$ cat config.mk
export PLATFORM = sky130hd
export DESIGN_NAME = snn_ff_core
export DESIGN_NICKNAME = d
export VERILOG_FILES = /design/src/logic/aer_pkg.sv /design/src/logic/neuron_pkg.sv /design/src/logic/aer_receiver.sv /design/src/logic/aer_transmitter.sv /design/src/logic/event_fifo.sv /design/src/logic/neuron_array.sv /design/src/logic/snn_ff_core.sv /design/src/logic/synapse_array.sv
export VERILOG_INCLUDE_DIRS = /design/src /design/src/logic
export SDC_FILE = /design/constraint.sdc
export NUM_CORES = 2
export LEC_CHECK = 0
export ABC_AREA = 0
export BUFFER_PORTS_ARGS = -buffer_cell sky130_fd_sc_hd__clkbuf_2
export CAP_MARGIN = 10
export CORE_MARGIN = 3
export CORE_UTILIZATION = 55
export DETAILED_ROUTE_END_ITERATION = 6
export PLACE_DENSITY = 0.83
export RECOVER_POWER = 50
export SLEW_MARGIN = 20
export SYNTH_ARGS = -nofsm -noshare
export SYNTH_HDL_FRONTEND = slang
export SYNTH_SLANG_ARGS = --single-unit
export TNS_END_PERCENT = 100
$ cat constraint.sdc
create_clock -name CLK -period 7.5 [get_ports CLK]
set_clock_uncertainty 0.1 [all_clocks]
set_input_delay 0.375 -clock CLK [delete_from_list [all_inputs] [get_ports CLK]]
set_output_delay 0.375 -clock CLK [all_outputs]
set_load 0.02 [all_outputs]
$ cat src/logic/snn_ff_params.svh
`ifndef SNN_FF_PARAMS_SVH
`define SNN_FF_PARAMS_SVH

// ---------------------------------------------------------------------------
// network size
// ---------------------------------------------------------------------------
`define SNN_NUM_PRE     16      // input neurons, one weight row each
`define SNN_NUM_POST    8       // output neurons, updated in parallel

// ---------------------------------------------------------------------------
// datapath widths
// ---------------------------------------------------------------------------
`define SNN_WEIGHT_W    8       // signed synapse weight
`define SNN_MEM_W       12      // signed membrane, clamped at 0 from below

// ---------------------------------------------------------------------------
// neuron dynamics and buffering
// ---------------------------------------------------------------------------
`define SNN_THRESHOLD   64      // fire when membrane >= this
`define SNN_TIME_STEPS  8       // ticks per sample
`define SNN_FIFO_DEPTH  4       // input event and output spike queues

`endif

$ cat src/logic/aer_pkg.sv
`include "snn_ff_params.svh"

package aer_pkg;

    // neuron indices on each side of the core
    typedef logic [$clog2(`SNN_NUM_PRE)-1:0]  pre_addr_t;
    typedef logic [$clog2(`SNN_NUM_POST)-1:0] post_addr_t;

    // input link word, tick flag on top
    // tick set means end of time step, addr then ignored
    typedef struct packed {
        logic      tick;
        pre_addr_t addr;
    } aer_in_t;

    // output link carries only the fired neuron index
    typedef post_addr_t aer_out_t;

endpackage

$ cat src/logic/neuron_pkg.sv
`include "snn_ff_params.svh"

package neuron_pkg;

    // one synapse weight, two's complement
    typedef logic signed [`SNN_WEIGHT_W-1:0] weight_t;

    // all weights leaving one input neuron
    // element i feeds output neuron i, elements stay signed
    typedef weight_t [`SNN_NUM_POST-1:0] weight_row_t;

    // membrane potential
    typedef logic signed [`SNN_MEM_W-1:0] membrane_t;

    // spikes per neuron over a sample, 0..TIME_STEPS
    typedef logic [$clog2(`SNN_TIME_STEPS+1)-1:0] spike_cnt_t;

    // sum of squared counts, worst case NUM_POST * TIME_STEPS^2
    typedef logic [$clog2(`SNN_NUM_POST*`SNN_TIME_STEPS*`SNN_TIME_STEPS+1)-1:0] goodness_t;

endpackage

$ cat src/logic/aer_receiver.sv
`timescale 1ns/10ps

module aer_receiver
    import aer_pkg::*;
(
    input  logic    CLK,
    input  logic    rst,
    // four-phase input link
    input  aer_in_t aer_in_addr,
    input  logic    aer_in_req,
    output logic    aer_in_ack,
    // to input FIFO
    output aer_in_t ev_data,
    output logic    ev_valid,
    input  logic    ev_ready
);

    typedef enum logic {
        RX_IDLE,    // waiting for req
        RX_ACK      // ack high, waiting for req to drop
    } rx_state_t;

    rx_state_t state;

    // push once, on the cycle req is first seen with the queue open
    assign ev_valid   = (state == RX_IDLE) && aer_in_req;
    assign ev_data    = aer_in_addr;    // sender holds addr while req is high
    assign aer_in_ack = (state == RX_ACK);

    always_ff @(posedge CLK) begin
        if (rst) begin
            state <= RX_IDLE;
        end else begin
            case (state)
                RX_IDLE: begin
                    if (ev_valid && ev_ready) begin
                        state <= RX_ACK;    // ack next cycle
                    end
                end
                RX_ACK: begin
                    if (!aer_in_req) begin
                        state <= RX_IDLE;   // ack drops next cycle
                    end
                end
                default: state <= RX_IDLE;
            endcase
        end
    end

endmodule

$ cat src/logic/aer_transmitter.sv
`timescale 1ns/10ps

module aer_transmitter
    import aer_pkg::*;
(
    input  logic     CLK,
    input  logic     rst,
    // from output FIFO
    input  aer_out_t spike_addr,
    input  logic     spike_valid,
    output logic     spike_ready,
    // four-phase output link
    output aer_out_t aer_out_addr,
    output logic     aer_out_req,
    input  logic     aer_out_ack
);

    typedef enum logic [1:0] {
        TX_IDLE,    // free to pop
        TX_REQ,     // req high until ack
        TX_WAIT     // req low until ack drops
    } tx_state_t;

    tx_state_t state;
    aer_out_t  addr_q;

    assign spike_ready  = (state == TX_IDLE);
    assign aer_out_req  = (state == TX_REQ);
    assign aer_out_addr = addr_q;   // stable for the whole exchange

    always_ff @(posedge CLK) begin
        if (rst) begin
            state <= TX_IDLE;
        end else begin
            case (state)
                TX_IDLE: begin
                    if (spike_valid) begin
                        state <= TX_REQ;    // pop now, req next cycle
                    end
                end
                TX_REQ: begin
                    if (aer_out_ack) begin
                        state <= TX_WAIT;
                    end
                end
                TX_WAIT: begin
                    if (!aer_out_ack) begin
                        state <= TX_IDLE;   // four phases complete
                    end
                end
                default: state <= TX_IDLE;
            endcase
        end
    end

    // address register, loaded on pop only
    always_ff @(posedge CLK) begin
        if (spike_valid && spike_ready) begin
            addr_q <= spike_addr;
        end
    end

endmodule

$ cat src/logic/event_fifo.sv
`timescale 1ns/10ps
`include "snn_ff_params.svh"

module event_fifo
    import aer_pkg::*;
#(
    parameter type payload_t = aer_in_t,
    parameter int  DEPTH     = `SNN_FIFO_DEPTH
) (
    input  logic     CLK,
    input  logic     rst,
    input  payload_t in_data,
    input  logic     in_valid,
    output logic     in_ready,
    output payload_t out_data,
    output logic     out_valid,
    input  logic     out_ready
);

    localparam int PTR_W = (DEPTH > 1) ? $clog2(DEPTH) : 1;

    payload_t                   buffer [DEPTH];
    logic [PTR_W-1:0]           wr_ptr;
    logic [PTR_W-1:0]           rd_ptr;
    logic [$clog2(DEPTH+1)-1:0] count;     // fill level, 0..DEPTH
    logic                       push;
    logic                       pop;

    assign in_ready  = (count != DEPTH);
    assign out_valid = (count != 0);
    assign out_data  = buffer[rd_ptr];     // head, visible cycle after push
    assign push      = in_valid && in_ready;
    assign pop       = out_valid && out_ready;

    // storage
    always_ff @(posedge CLK) begin
        if (push) begin
            buffer[wr_ptr] <= in_data;
        end
    end

    // pointers wrap at DEPTH, not at a power of two
    always_ff @(posedge CLK) begin
        if (rst) begin
            wr_ptr <= '0;
            rd_ptr <= '0;
            count  <= '0;
        end else begin
            if (push) begin
                wr_ptr <= (wr_ptr == PTR_W'(DEPTH-1)) ? '0 : wr_ptr + 1'b1;
            end
            if (pop) begin
                rd_ptr <= (rd_ptr == PTR_W'(DEPTH-1)) ? '0 : rd_ptr + 1'b1;
            end
            count <= count + push - pop;    // simultaneous push/pop keeps level
        end
    end

endmodule

$ cat src/logic/neuron_array.sv
`timescale 1ns/10ps
`include "snn_ff_params.svh"

module neuron_array
    import aer_pkg::*;
    import neuron_pkg::*;
(
    input  logic        CLK,
    input  logic        rst,
    // from synapse read stage
    input  logic        syn_tick,
    input  weight_row_t syn_row,
    input  logic        syn_valid,
    output logic        syn_ready,
    // fired indices to output FIFO
    output aer_out_t    spike_addr,
    output logic        spike_valid,
    input  logic        spike_ready,
    // per-sample result
    output logic        sample_done,
    output goodness_t   goodness
);

    localparam membrane_t MEM_MAX = {1'b0, {(`SNN_MEM_W-1){1'b1}}};

    typedef enum logic {
        NA_IDLE,    // accepting events
        NA_SCAN     // walking neurons after a tick
    } na_state_t;

    na_state_t  state;
    membrane_t  mem     [`SNN_NUM_POST];
    spike_cnt_t cnt     [`SNN_NUM_POST];
    spike_cnt_t cnt_nxt [`SNN_NUM_POST];
    post_addr_t scan_idx;
    logic [$clog2(`SNN_TIME_STEPS+1)-1:0] tick_cnt;
    logic       fire;
    logic       step;
    logic       last_step;
    goodness_t  good_sum;

    // membrane + weight, floored at 0 and capped at MEM_MAX
    function automatic membrane_t clamp_add(membrane_t m, weight_t w);
        logic signed [`SNN_MEM_W:0] s;  // one guard bit
        s = m + w;
        if (s < 0) begin
            return '0;
        end else if (s > MEM_MAX) begin
            return MEM_MAX;
        end
        return s[`SNN_MEM_W-1:0];
    endfunction

    // ---------------------------------------------------------------------------
    // scan control
    // ---------------------------------------------------------------------------
    assign syn_ready   = (state == NA_IDLE);    // busy for the whole scan
    assign fire        = (state == NA_SCAN) && (mem[scan_idx] >= `SNN_THRESHOLD);
    assign spike_valid = fire;
    assign spike_addr  = scan_idx;
    assign step        = (state == NA_SCAN) && (!fire || spike_ready);  // stall on full FIFO
    assign last_step   = step && (scan_idx == post_addr_t'(`SNN_NUM_POST-1));

    // counts after this cycle, folded in so goodness sees the final tick
    always_comb begin
        good_sum = '0;
        for (int i = 0; i < `SNN_NUM_POST; i++) begin
            cnt_nxt[i] = cnt[i];
            if (step && fire && scan_idx == i && cnt[i] != '1) begin
                cnt_nxt[i] = cnt[i] + 1'b1;     // saturating
            end
            good_sum = good_sum + goodness_t'(cnt_nxt[i]) * goodness_t'(cnt_nxt[i]);
        end
    end

    always_ff @(posedge CLK) begin
        if (rst) begin
            state       <= NA_IDLE;
            scan_idx    <= '0;
            tick_cnt    <= '0;
            sample_done <= 1'b0;
            goodness    <= '0;
            for (int i = 0; i < `SNN_NUM_POST; i++) begin
                mem[i] <= '0;
                cnt[i] <= '0;
            end
        end else begin
            sample_done <= 1'b0;
            case (state)
                NA_IDLE: begin
                    if (syn_valid && syn_tick) begin
                        state    <= NA_SCAN;
                        scan_idx <= '0;
                        tick_cnt <= tick_cnt + 1'b1;
                    end else if (syn_valid) begin
                        // all neurons integrate in the same cycle
                        for (int i = 0; i < `SNN_NUM_POST; i++) begin
                            mem[i] <= clamp_add(mem[i], syn_row[i]);
                        end
                    end
                end
                NA_SCAN: begin
                    if (step) begin
                        if (fire) begin
                            mem[scan_idx] <= '0;    // reset on spike
                        end
                        for (int i = 0; i < `SNN_NUM_POST; i++) begin
                            cnt[i] <= cnt_nxt[i];
                        end
                        scan_idx <= scan_idx + 1'b1;
                    end
                    if (last_step) begin
                        state <= NA_IDLE;
                        if (tick_cnt == `SNN_TIME_STEPS) begin
                            // end of sample, report and start clean
                            sample_done <= 1'b1;
                            goodness    <= good_sum;
                            tick_cnt    <= '0;
                            for (int i = 0; i < `SNN_NUM_POST; i++) begin
                                mem[i] <= '0;
                                cnt[i] <= '0;
                            end
                        end
                    end
                end
                default: state <= NA_IDLE;
            endcase
        end
    end

endmodule

$ cat src/logic/snn_ff_core.sv
`timescale 1ns/10ps
`include "snn_ff_params.svh"

module snn_ff_core
    import aer_pkg::*;
    import neuron_pkg::*;
(
    input  logic       CLK,
    input  logic       rst,
    // input AER link
    input  aer_in_t    aer_in_addr,
    input  logic       aer_in_req,
    output logic       aer_in_ack,
    // weight programming
    input  logic       prog_en,
    input  pre_addr_t  prog_pre,
    input  post_addr_t prog_post,
    input  weight_t    prog_weight,
    // output AER link
    output aer_out_t   aer_out_addr,
    output logic       aer_out_req,
    input  logic       aer_out_ack,
    // sample result
    output logic       sample_done,
    output goodness_t  goodness
);

    // ---------------------------------------------------------------------------
    // stage wires, named after the producing side
    // ---------------------------------------------------------------------------
    aer_in_t     rx_data;
    logic        rx_valid, rx_ready;
    aer_in_t     q_in_data;
    logic        q_in_valid, q_in_ready;
    logic        syn_tick, syn_valid, syn_ready;
    weight_row_t syn_row;
    aer_out_t    spike_addr;
    logic        spike_valid, spike_ready;
    aer_out_t    q_out_data;
    logic        q_out_valid, q_out_ready;

    aer_receiver u_rx (
        .CLK(CLK), .rst(rst),
        .aer_in_addr(aer_in_addr), .aer_in_req(aer_in_req), .aer_in_ack(aer_in_ack),
        .ev_data(rx_data), .ev_valid(rx_valid), .ev_ready(rx_ready)
    );

    event_fifo #(.payload_t(aer_in_t), .DEPTH(`SNN_FIFO_DEPTH)) u_in_fifo (
        .CLK(CLK), .rst(rst),
        .in_data(rx_data), .in_valid(rx_valid), .in_ready(rx_ready),
        .out_data(q_in_data), .out_valid(q_in_valid), .out_ready(q_in_ready)
    );

    synapse_array u_syn (
        .CLK(CLK), .rst(rst),
        .prog_en(prog_en), .prog_pre(prog_pre), .prog_post(prog_post),
        .prog_weight(prog_weight),
        .ev_data(q_in_data), .ev_valid(q_in_valid), .ev_ready(q_in_ready),
        .syn_tick(syn_tick), .syn_row(syn_row), .syn_valid(syn_valid),
        .syn_ready(syn_ready)
    );

    neuron_array u_neur (
        .CLK(CLK), .rst(rst),
        .syn_tick(syn_tick), .syn_row(syn_row), .syn_valid(syn_valid),
        .syn_ready(syn_ready),
        .spike_addr(spike_addr), .spike_valid(spike_valid), .spike_ready(spike_ready),
        .sample_done(sample_done), .goodness(goodness)
    );

    // spikes queue here while the output ack is slow
    event_fifo #(.payload_t(aer_out_t), .DEPTH(`SNN_FIFO_DEPTH)) u_out_fifo (
        .CLK(CLK), .rst(rst),
        .in_data(spike_addr), .in_valid(spike_valid), .in_ready(spike_ready),
        .out_data(q_out_data), .out_valid(q_out_valid), .out_ready(q_out_ready)
    );

    aer_transmitter u_tx (
        .CLK(CLK), .rst(rst),
        .spike_addr(q_out_data), .spike_valid(q_out_valid), .spike_ready(q_out_ready),
        .aer_out_addr(aer_out_addr), .aer_out_req(aer_out_req), .aer_out_ack(aer_out_ack)
    );

endmodule

$ cat src/logic/synapse_array.sv
`timescale 1ns/10ps
`include "snn_ff_params.svh"

module synapse_array
    import aer_pkg::*;
    import neuron_pkg::*;
(
    input  logic        CLK,
    input  logic        rst,
    // weight load port, one weight per cycle
    input  logic        prog_en,
    input  pre_addr_t   prog_pre,
    input  post_addr_t  prog_post,
    input  weight_t     prog_weight,
    // from input FIFO
    input  aer_in_t     ev_data,
    input  logic        ev_valid,
    output logic        ev_ready,
    // to neuron array
    output logic        syn_tick,
    output weight_row_t syn_row,
    output logic        syn_valid,
    input  logic        syn_ready
);

    weight_row_t weights [`SNN_NUM_PRE];    // row per input neuron
    logic        take;

    // ---------------------------------------------------------------------------
    // weight memory
    // ---------------------------------------------------------------------------
    always_ff @(posedge CLK) begin
        if (prog_en) begin
            weights[prog_pre][prog_post] <= prog_weight;    // single element write
        end
    end

    // ---------------------------------------------------------------------------
    // read stage, one register deep
    // ---------------------------------------------------------------------------
    assign ev_ready = !syn_valid || syn_ready;  // empty or draining this cycle
    assign take     = ev_valid && ev_ready;

    always_ff @(posedge CLK) begin
        if (rst) begin
            syn_valid <= 1'b0;
        end else if (take) begin
            syn_valid <= 1'b1;
        end else if (syn_ready) begin
            syn_valid <= 1'b0;
        end
    end

    // payload, held while downstream stalls
    always_ff @(posedge CLK) begin
        if (take) begin
            syn_tick <= ev_data.tick;
            if (!ev_data.tick) begin
                syn_row <= weights[ev_data.addr];   // tick leaves row untouched
            end
        end
    end

endmodule

* Yosys cells after proc, flatten, opt, wreduce, memory -nomap -nowiden
Memories as Yosys holds them, arrays and structs flattened. A register that Yosys moved wholly into a read port is not among the register bits.
Index checks and enable logic that the tools add are counted.
** Storage, ports and cells
- Bits in registers :: 38
- RAM bits :: 1184
- Output and inout bits :: 16
- Memories :: 5
** Memories
- u_syn.weights :: depth 16, bits a word 64, rd ports 1, clocked after Yosys merged registers in 1, write ports 1, RTL line synapse_array.sv:26 : weight_row_t weights [`SNN_NUM_PRE];
- u_neur.mem :: depth 8, bits a word 12, rd ports 9, clocked after Yosys merged registers in 1, write ports 8, RTL line neuron_array.sv:32 : membrane_t mem [`SNN_NUM_POST];
- u_neur.cnt :: depth 8, bits a word 4, rd ports 8, clocked after Yosys merged registers in 0, write ports 8, RTL line neuron_array.sv:33 : spike_cnt_t cnt [`SNN_NUM_POST];
- u_in_fifo.buffer :: depth 4, bits a word 5, rd ports 1, clocked after Yosys merged registers in 1, write ports 1, RTL line event_fifo.sv:22 : payload_t buffer [DEPTH];
- u_out_fifo.buffer :: depth 4, bits a word 3, rd ports 1, clocked after Yosys merged registers in 1, write ports 1, RTL line event_fifo.sv:22
** Operators by class
- $add $sub $neg :: 33
- $mul :: 8
- $lt $le $gt $ge :: 19
- Equal/unequal tests :: 33
- Multiplexer cells :: 202
- Bitwise operators :: 38
- Reductions and logical operators :: 41
** Operator list (count)
- $mux 12 :: 73
- $mux 4 :: 27
- $add 12x8->13 :: 8
- $gt 13x12->1 const B :: 8
- $lt 13x1->1 const B :: 8
- $mux 1 :: 80
- $mul 4x4->8 :: 8
- $mux 64 :: 1
- $add 10x8->10 :: 6
- $add 4x1->4 const B :: 9
- $ne 4x4->1 const B :: 8
- $or 1x1->1 :: 32
- $logic_and 1x1->1 :: 27
- $demux 8 s3 :: 1
- $mux 2 :: 9
- $eq 3x3->1 const B :: 5
- $mux 3 :: 5
- $ge 12x8->1 const B :: 1
- $reduce_or 12->1 :: 1
- $eq 2x2->1 const B :: 5
- $ne 2x2->1 const B :: 5
- $add 8x8->9 :: 1
- $reduce_and 3->1 :: 3
- $add 2x1->2 const B :: 4
- 24 further kinds :: 39

* Depth between registers and ports, before layout
- Word-level depth :: 17
- Mapped depth :: 33

* Modules after synthesis
From an unflattened synthesis, not the netlist that was laid out.
** Unflattened totals
- Cell total of the unflattened synthesis :: 3537
- Area, all modules :: 56843.3 um^2
** By module, submodules not included
- synapse_array :: times used 1, cells an instance 1801, area an instance 40866.7 um^2, seq. area each 32721.4 um^2
- neuron_array :: times used 1, cells an instance 1575, area an instance 13594.3 um^2, seq. area each 3163.0 um^2
- event_fifo (u_in_fifo) :: times used 1, cells an instance 76, area an instance 1213.7 um^2, seq. area each 780.7 um^2
- event_fifo (u_out_fifo) :: times used 1, cells an instance 64, area an instance 909.6 um^2, seq. area each 540.5 um^2
- aer_transmitter :: times used 1, cells an instance 12, area an instance 176.4 um^2, seq. area each 130.1 um^2
- aer_receiver :: times used 1, cells an instance 9, area an instance 82.6 um^2, seq. area each 20.0 um^2

* Worst setup path before layout
Ideal clock, no wire load.
- Kind :: flip-flop to flip-flop
- From :: memory u_neur.mem[2][6] in the netlist's numbering
- To :: register u_neur.goodness[8]
- Setup time :: 0.117 ns
- Data arrival time :: 8.097 ns
- Slack :: -0.814 ns
- Cell stages (with the launch flop) :: 29
- Buffers on the path :: 1
- Period minus slack after synthesis :: 8.314 ns
- Cell sequence :: dfxtp_1 or4_1 o21ai_1 nand4b_1 nand4_1 buf_2 nor3_1 mux2i_1 or2_2 fa_1 fa_1 fa_1 fa_1 inv_1 ha_1 fa_1 inv_1 fa_1 fa_1 fa_1 fa_1 inv_1 ha_1 a21o_1 a21o_1 a21o_1 a21oi_1 xnor2_1 a22o_1
** RTL lines
- start, declared :: RTL line neuron_array.sv:32
- end signal, assigned :: RTL line neuron_array.sv:117 : goodness <= good_sum;
- end, declared :: RTL line neuron_array.sv:21 : output goodness_t goodness

==> flow_summary.yaml <==
yosys:
  synth-edff-count: 1140
  synth_area_leaders: "edfxtp_1, mux4_2, dfxtp_1"
  yosysTopAreaCell: "edfxtp_1"
  postSynthAreaPerCell_um2: 15.8
  syn_area_um2: 58000
  yosys_warnings: 0
  yosysTopAreaCellShare_pct: 59.0
  ys_ff_latch: 1294
  yosysMostFrequentCell: "edfxtp_1"
  ys.flop_type: "edfxtp_1"
  yosys.cell_types.count: 80
  netlist_instances: 3682
  synthArstFlopShare_pct: 0
  syn-num-nets: 3984
  ys_seq_area_share_pct: 64.3
  ys_top_cells_by_count: "edfxtp_1, nor2_1, mux4_2"
floorplanning:
  num_rows: 118
  die_h_um: 331
  initial_core_util_pct: 55.8
  die_w_um: 331
  core_um2: 104000
  die_area_um2: 109000
  ios: 41
grt:
  grt_pass1_vias: 34600
  grt_overflow_total: 0
  grt_max_degree: 124
  grt_util_all_layers_pct: 24.6
  grt_pass1_wl_mm: 206
  antenna_found_initial: 6
critical_path:
  cp_data_required_time_ns: 7.96
  cp_slowest_cell: "or4_4"
  crit_type: "reg2reg"
  crit_path_end_kind: "flip-flop"
  crit_top_cell: "fa_1"
  worstPathArrival_ns: 8.51
  max_stage_delay_ns: 0.55
  crit_fanout: 3
  startpoint_type: "flip-flop"
power:
  power.leakage_nw: 22.2
  vdd_drop_max_mv: 0.586
  powerDensity_nw_per_um2: 380
clocking:
  htreeDepth: 3
  numCtsBuffers: 121
  clk_pin_slew_worst_paths_ns: 0.06
  insertion_delay_ns: 0.74
  cts_tree: "yes"
  cts_root_buf: "clkbuf_16"
  clk_path_buf_depth: 3
  clock-sinks: 1294
detailed_routing:
  drt_iter0_drc: 4050
  final_antenna_net_count: 0
  drc_errors: 0
  wl_mm: 133
  vias: 33900
  dr.pass1.iters: 6
  via_per_inst: 6.36
  routedWlPerCell_um: 25.0
place:
  dp.cells: 5088
  dp_slack_ns: -0.574
  gp_congestion: 0.882
  dp_hpwl_mm: 78.3
  port_buffers: 40
finish:
  fill_cells: 7084
  final_util_pct: 61.9
  layout.nets: 4151
  layout-drive-gt1-share_pct: 16.2
  syn2layout_area_growth_pct: 11.0
  instances_no_fill: 5334
outcome:
  violations: "max-capacitance violations, max-slew violations, negative setup slack"
  status: "finished with violations"
timing:
  tightest_slew_ns: 4.35
  hold_violations: 0
  timing.fmax_ghz: 0.124
  setup_viol: 6
  rsz0062_at_grt: "yes"
  fin_crit_sh_pct: 107
  setup_ws_ns: -0.557
  layout_min_cycle_time_ns: 8.06
  relSlewSlack_pct: -190
  maxSlewViolCount: 1082
job:
  maxCapViolCount: 17
min_path:
  hold_class: "reg2reg"
-- metal layers --
metal	part of all wire [%]	routed length, um	global-route usage, %
met5	0.011	15	0
met4	4.0	5390	9.78
met3	9.1	12100	4.63
met2	50	66100	41.0
met1	37	49600	32.4
-- timing repair --
item / CTS / global route
pin swaps: 7 / 7
setup buffers: 7 / 5
endpoints found under the setup margin: 6 / 6
hold endpoints to repair: 54 / 0
resized for setup: 17 / 11
hold buffers: 8 / 0
-- critical path: cells and delay by family, from the launching register on --
| family | cells | cell delay, ns |
|---|---|---|
| AOI/OAI and AO/OA | 6 | 0.94 |
| adders and majority gates | 11 | 4.78 |
| DFF | 1 | 0.32 |
| and+or+nand+nor | 5 | 1.17 |
| xor gates and xnor gates | 1 | 0.08 |
| buffers and inverters | 4 | 0.30 |
| muxes | 1 | 0.18 |
-- sequential cells by signal, summed over array words and instances (netlist names), 4 cells and up, named ones only --
| register | cells |
|---|---|
| u_neur.tick_cnt | 4 |
| u_neur.mem | 96 |
| u_neur.cnt | 32 |
| u_neur.goodness | 10 |
| u_syn.weights | 1024 |
| u_out_fifo.buffer | 12 |
| u_syn.syn_row | 64 |
| u_in_fifo.buffer | 20 |
-- through the flow --
stage / total power, mW / setup TNS [ns] / cell area, um2 / hold WS (ns)
2_1_floorplan: 15.7 / -1.35 / 58100 / 0.327
3_3_place_gp: 17.8 / -1.98 / 60400 / 0.341
3_5_place_dp: 18.1 / -2.51 / 60400 / 0.352
4_1_cts: 24.4 / -2.08 / 64500 / 0.00506
5_1_grt: 25.7 / -3.93 / 64400 / 0.377
6_report: 24.5 / -2.68 / 64400 / 0.356
-- final timing paths --
path                                                    start                              end  slack, ns  depth (start not counted)
worst max-delay path            u_neur.mem[3][7]$_SDFFE_PP0P_  u_neur.goodness[8]$_SDFFE_PP0P_      -0.56                         28
worst min-delay path            u_neur.mem[6][3]$_SDFFE_PP0P_    u_neur.mem[6][3]$_SDFFE_PP0P_       0.36                          2
worst max register to register  u_neur.mem[3][7]$_SDFFE_PP0P_  u_neur.goodness[8]$_SDFFE_PP0P_      -0.56                         28
worst min register to register  u_neur.mem[6][3]$_SDFFE_PP0P_    u_neur.mem[6][3]$_SDFFE_PP0P_       0.36                          2
-- area by class of cell --
cell class,count,area (um2),area share [%]
Sequential cell,1294,37300,57.9
Multi-Input combinational cell,2084,19600,30.4
Clock buffer,157,3200,4.97
Tap cell,1380,1730,2.68
Timing Repair Buffer,202,1410,2.18
Clock inverter,67,656,1.02
Inverter,146,548,0.850
Antenna cell,4,10.0,0.0155
-- cell usage in the layout, fill, tap and decap left out, types with 42 or more instances in the layout --
| cell type | netlist | routed |
|---|---|---|
| mux4_2 | 265 | 261 |
| buf_4 | 2 | 131 |
| inv_1 | 140 | 137 |
| o2bb2ai_1 | 42 | 42 |
| a21oi_1 | 196 | 192 |
| clkbuf_16 | 0 | 121 |
| clkbuf_1 | 95 | 78 |
| nor2b_1 | 90 | 90 |
| dfxtp_1 | 154 | 151 |
| nand3_1 | 71 | 71 |
| xor2_1 | 43 | 42 |
| o21ai_0 | 86 | 86 |
| nor2_1 | 300 | 298 |
| mux2i_1 | 79 | 78 |
| a211oi_1 | 87 | 86 |
| edfxtp_1 | 1140 | 1140 |
| nand2_1 | 134 | 133 |
| ha_1 | 192 | 190 |
| xnor2_1 | 65 | 64 |
| fa_1 | 85 | 84 |
-- kinds of logic after synthesis --
group	Yosys count	share of synthesized area, %
fa+ha+maj	277	7.07
xor+xnor	109	1.66
buf+inv	304	2.30
flops	1294	64.3
mux	347	11.7
compound gates	590	6.72
simple gates	761	6.23
-- power breakdown --
group | switching, mW | internal [mW] | leakage [nW]
registers | 0.335 | 8.47 | 11.6
logic | 5.38 | 4.27 | 8.72
clock network | 2.67 | 3.33 | 1.89
total | 8.39 | 16.1 | 22.2
(Power assumes the default switching activity.)
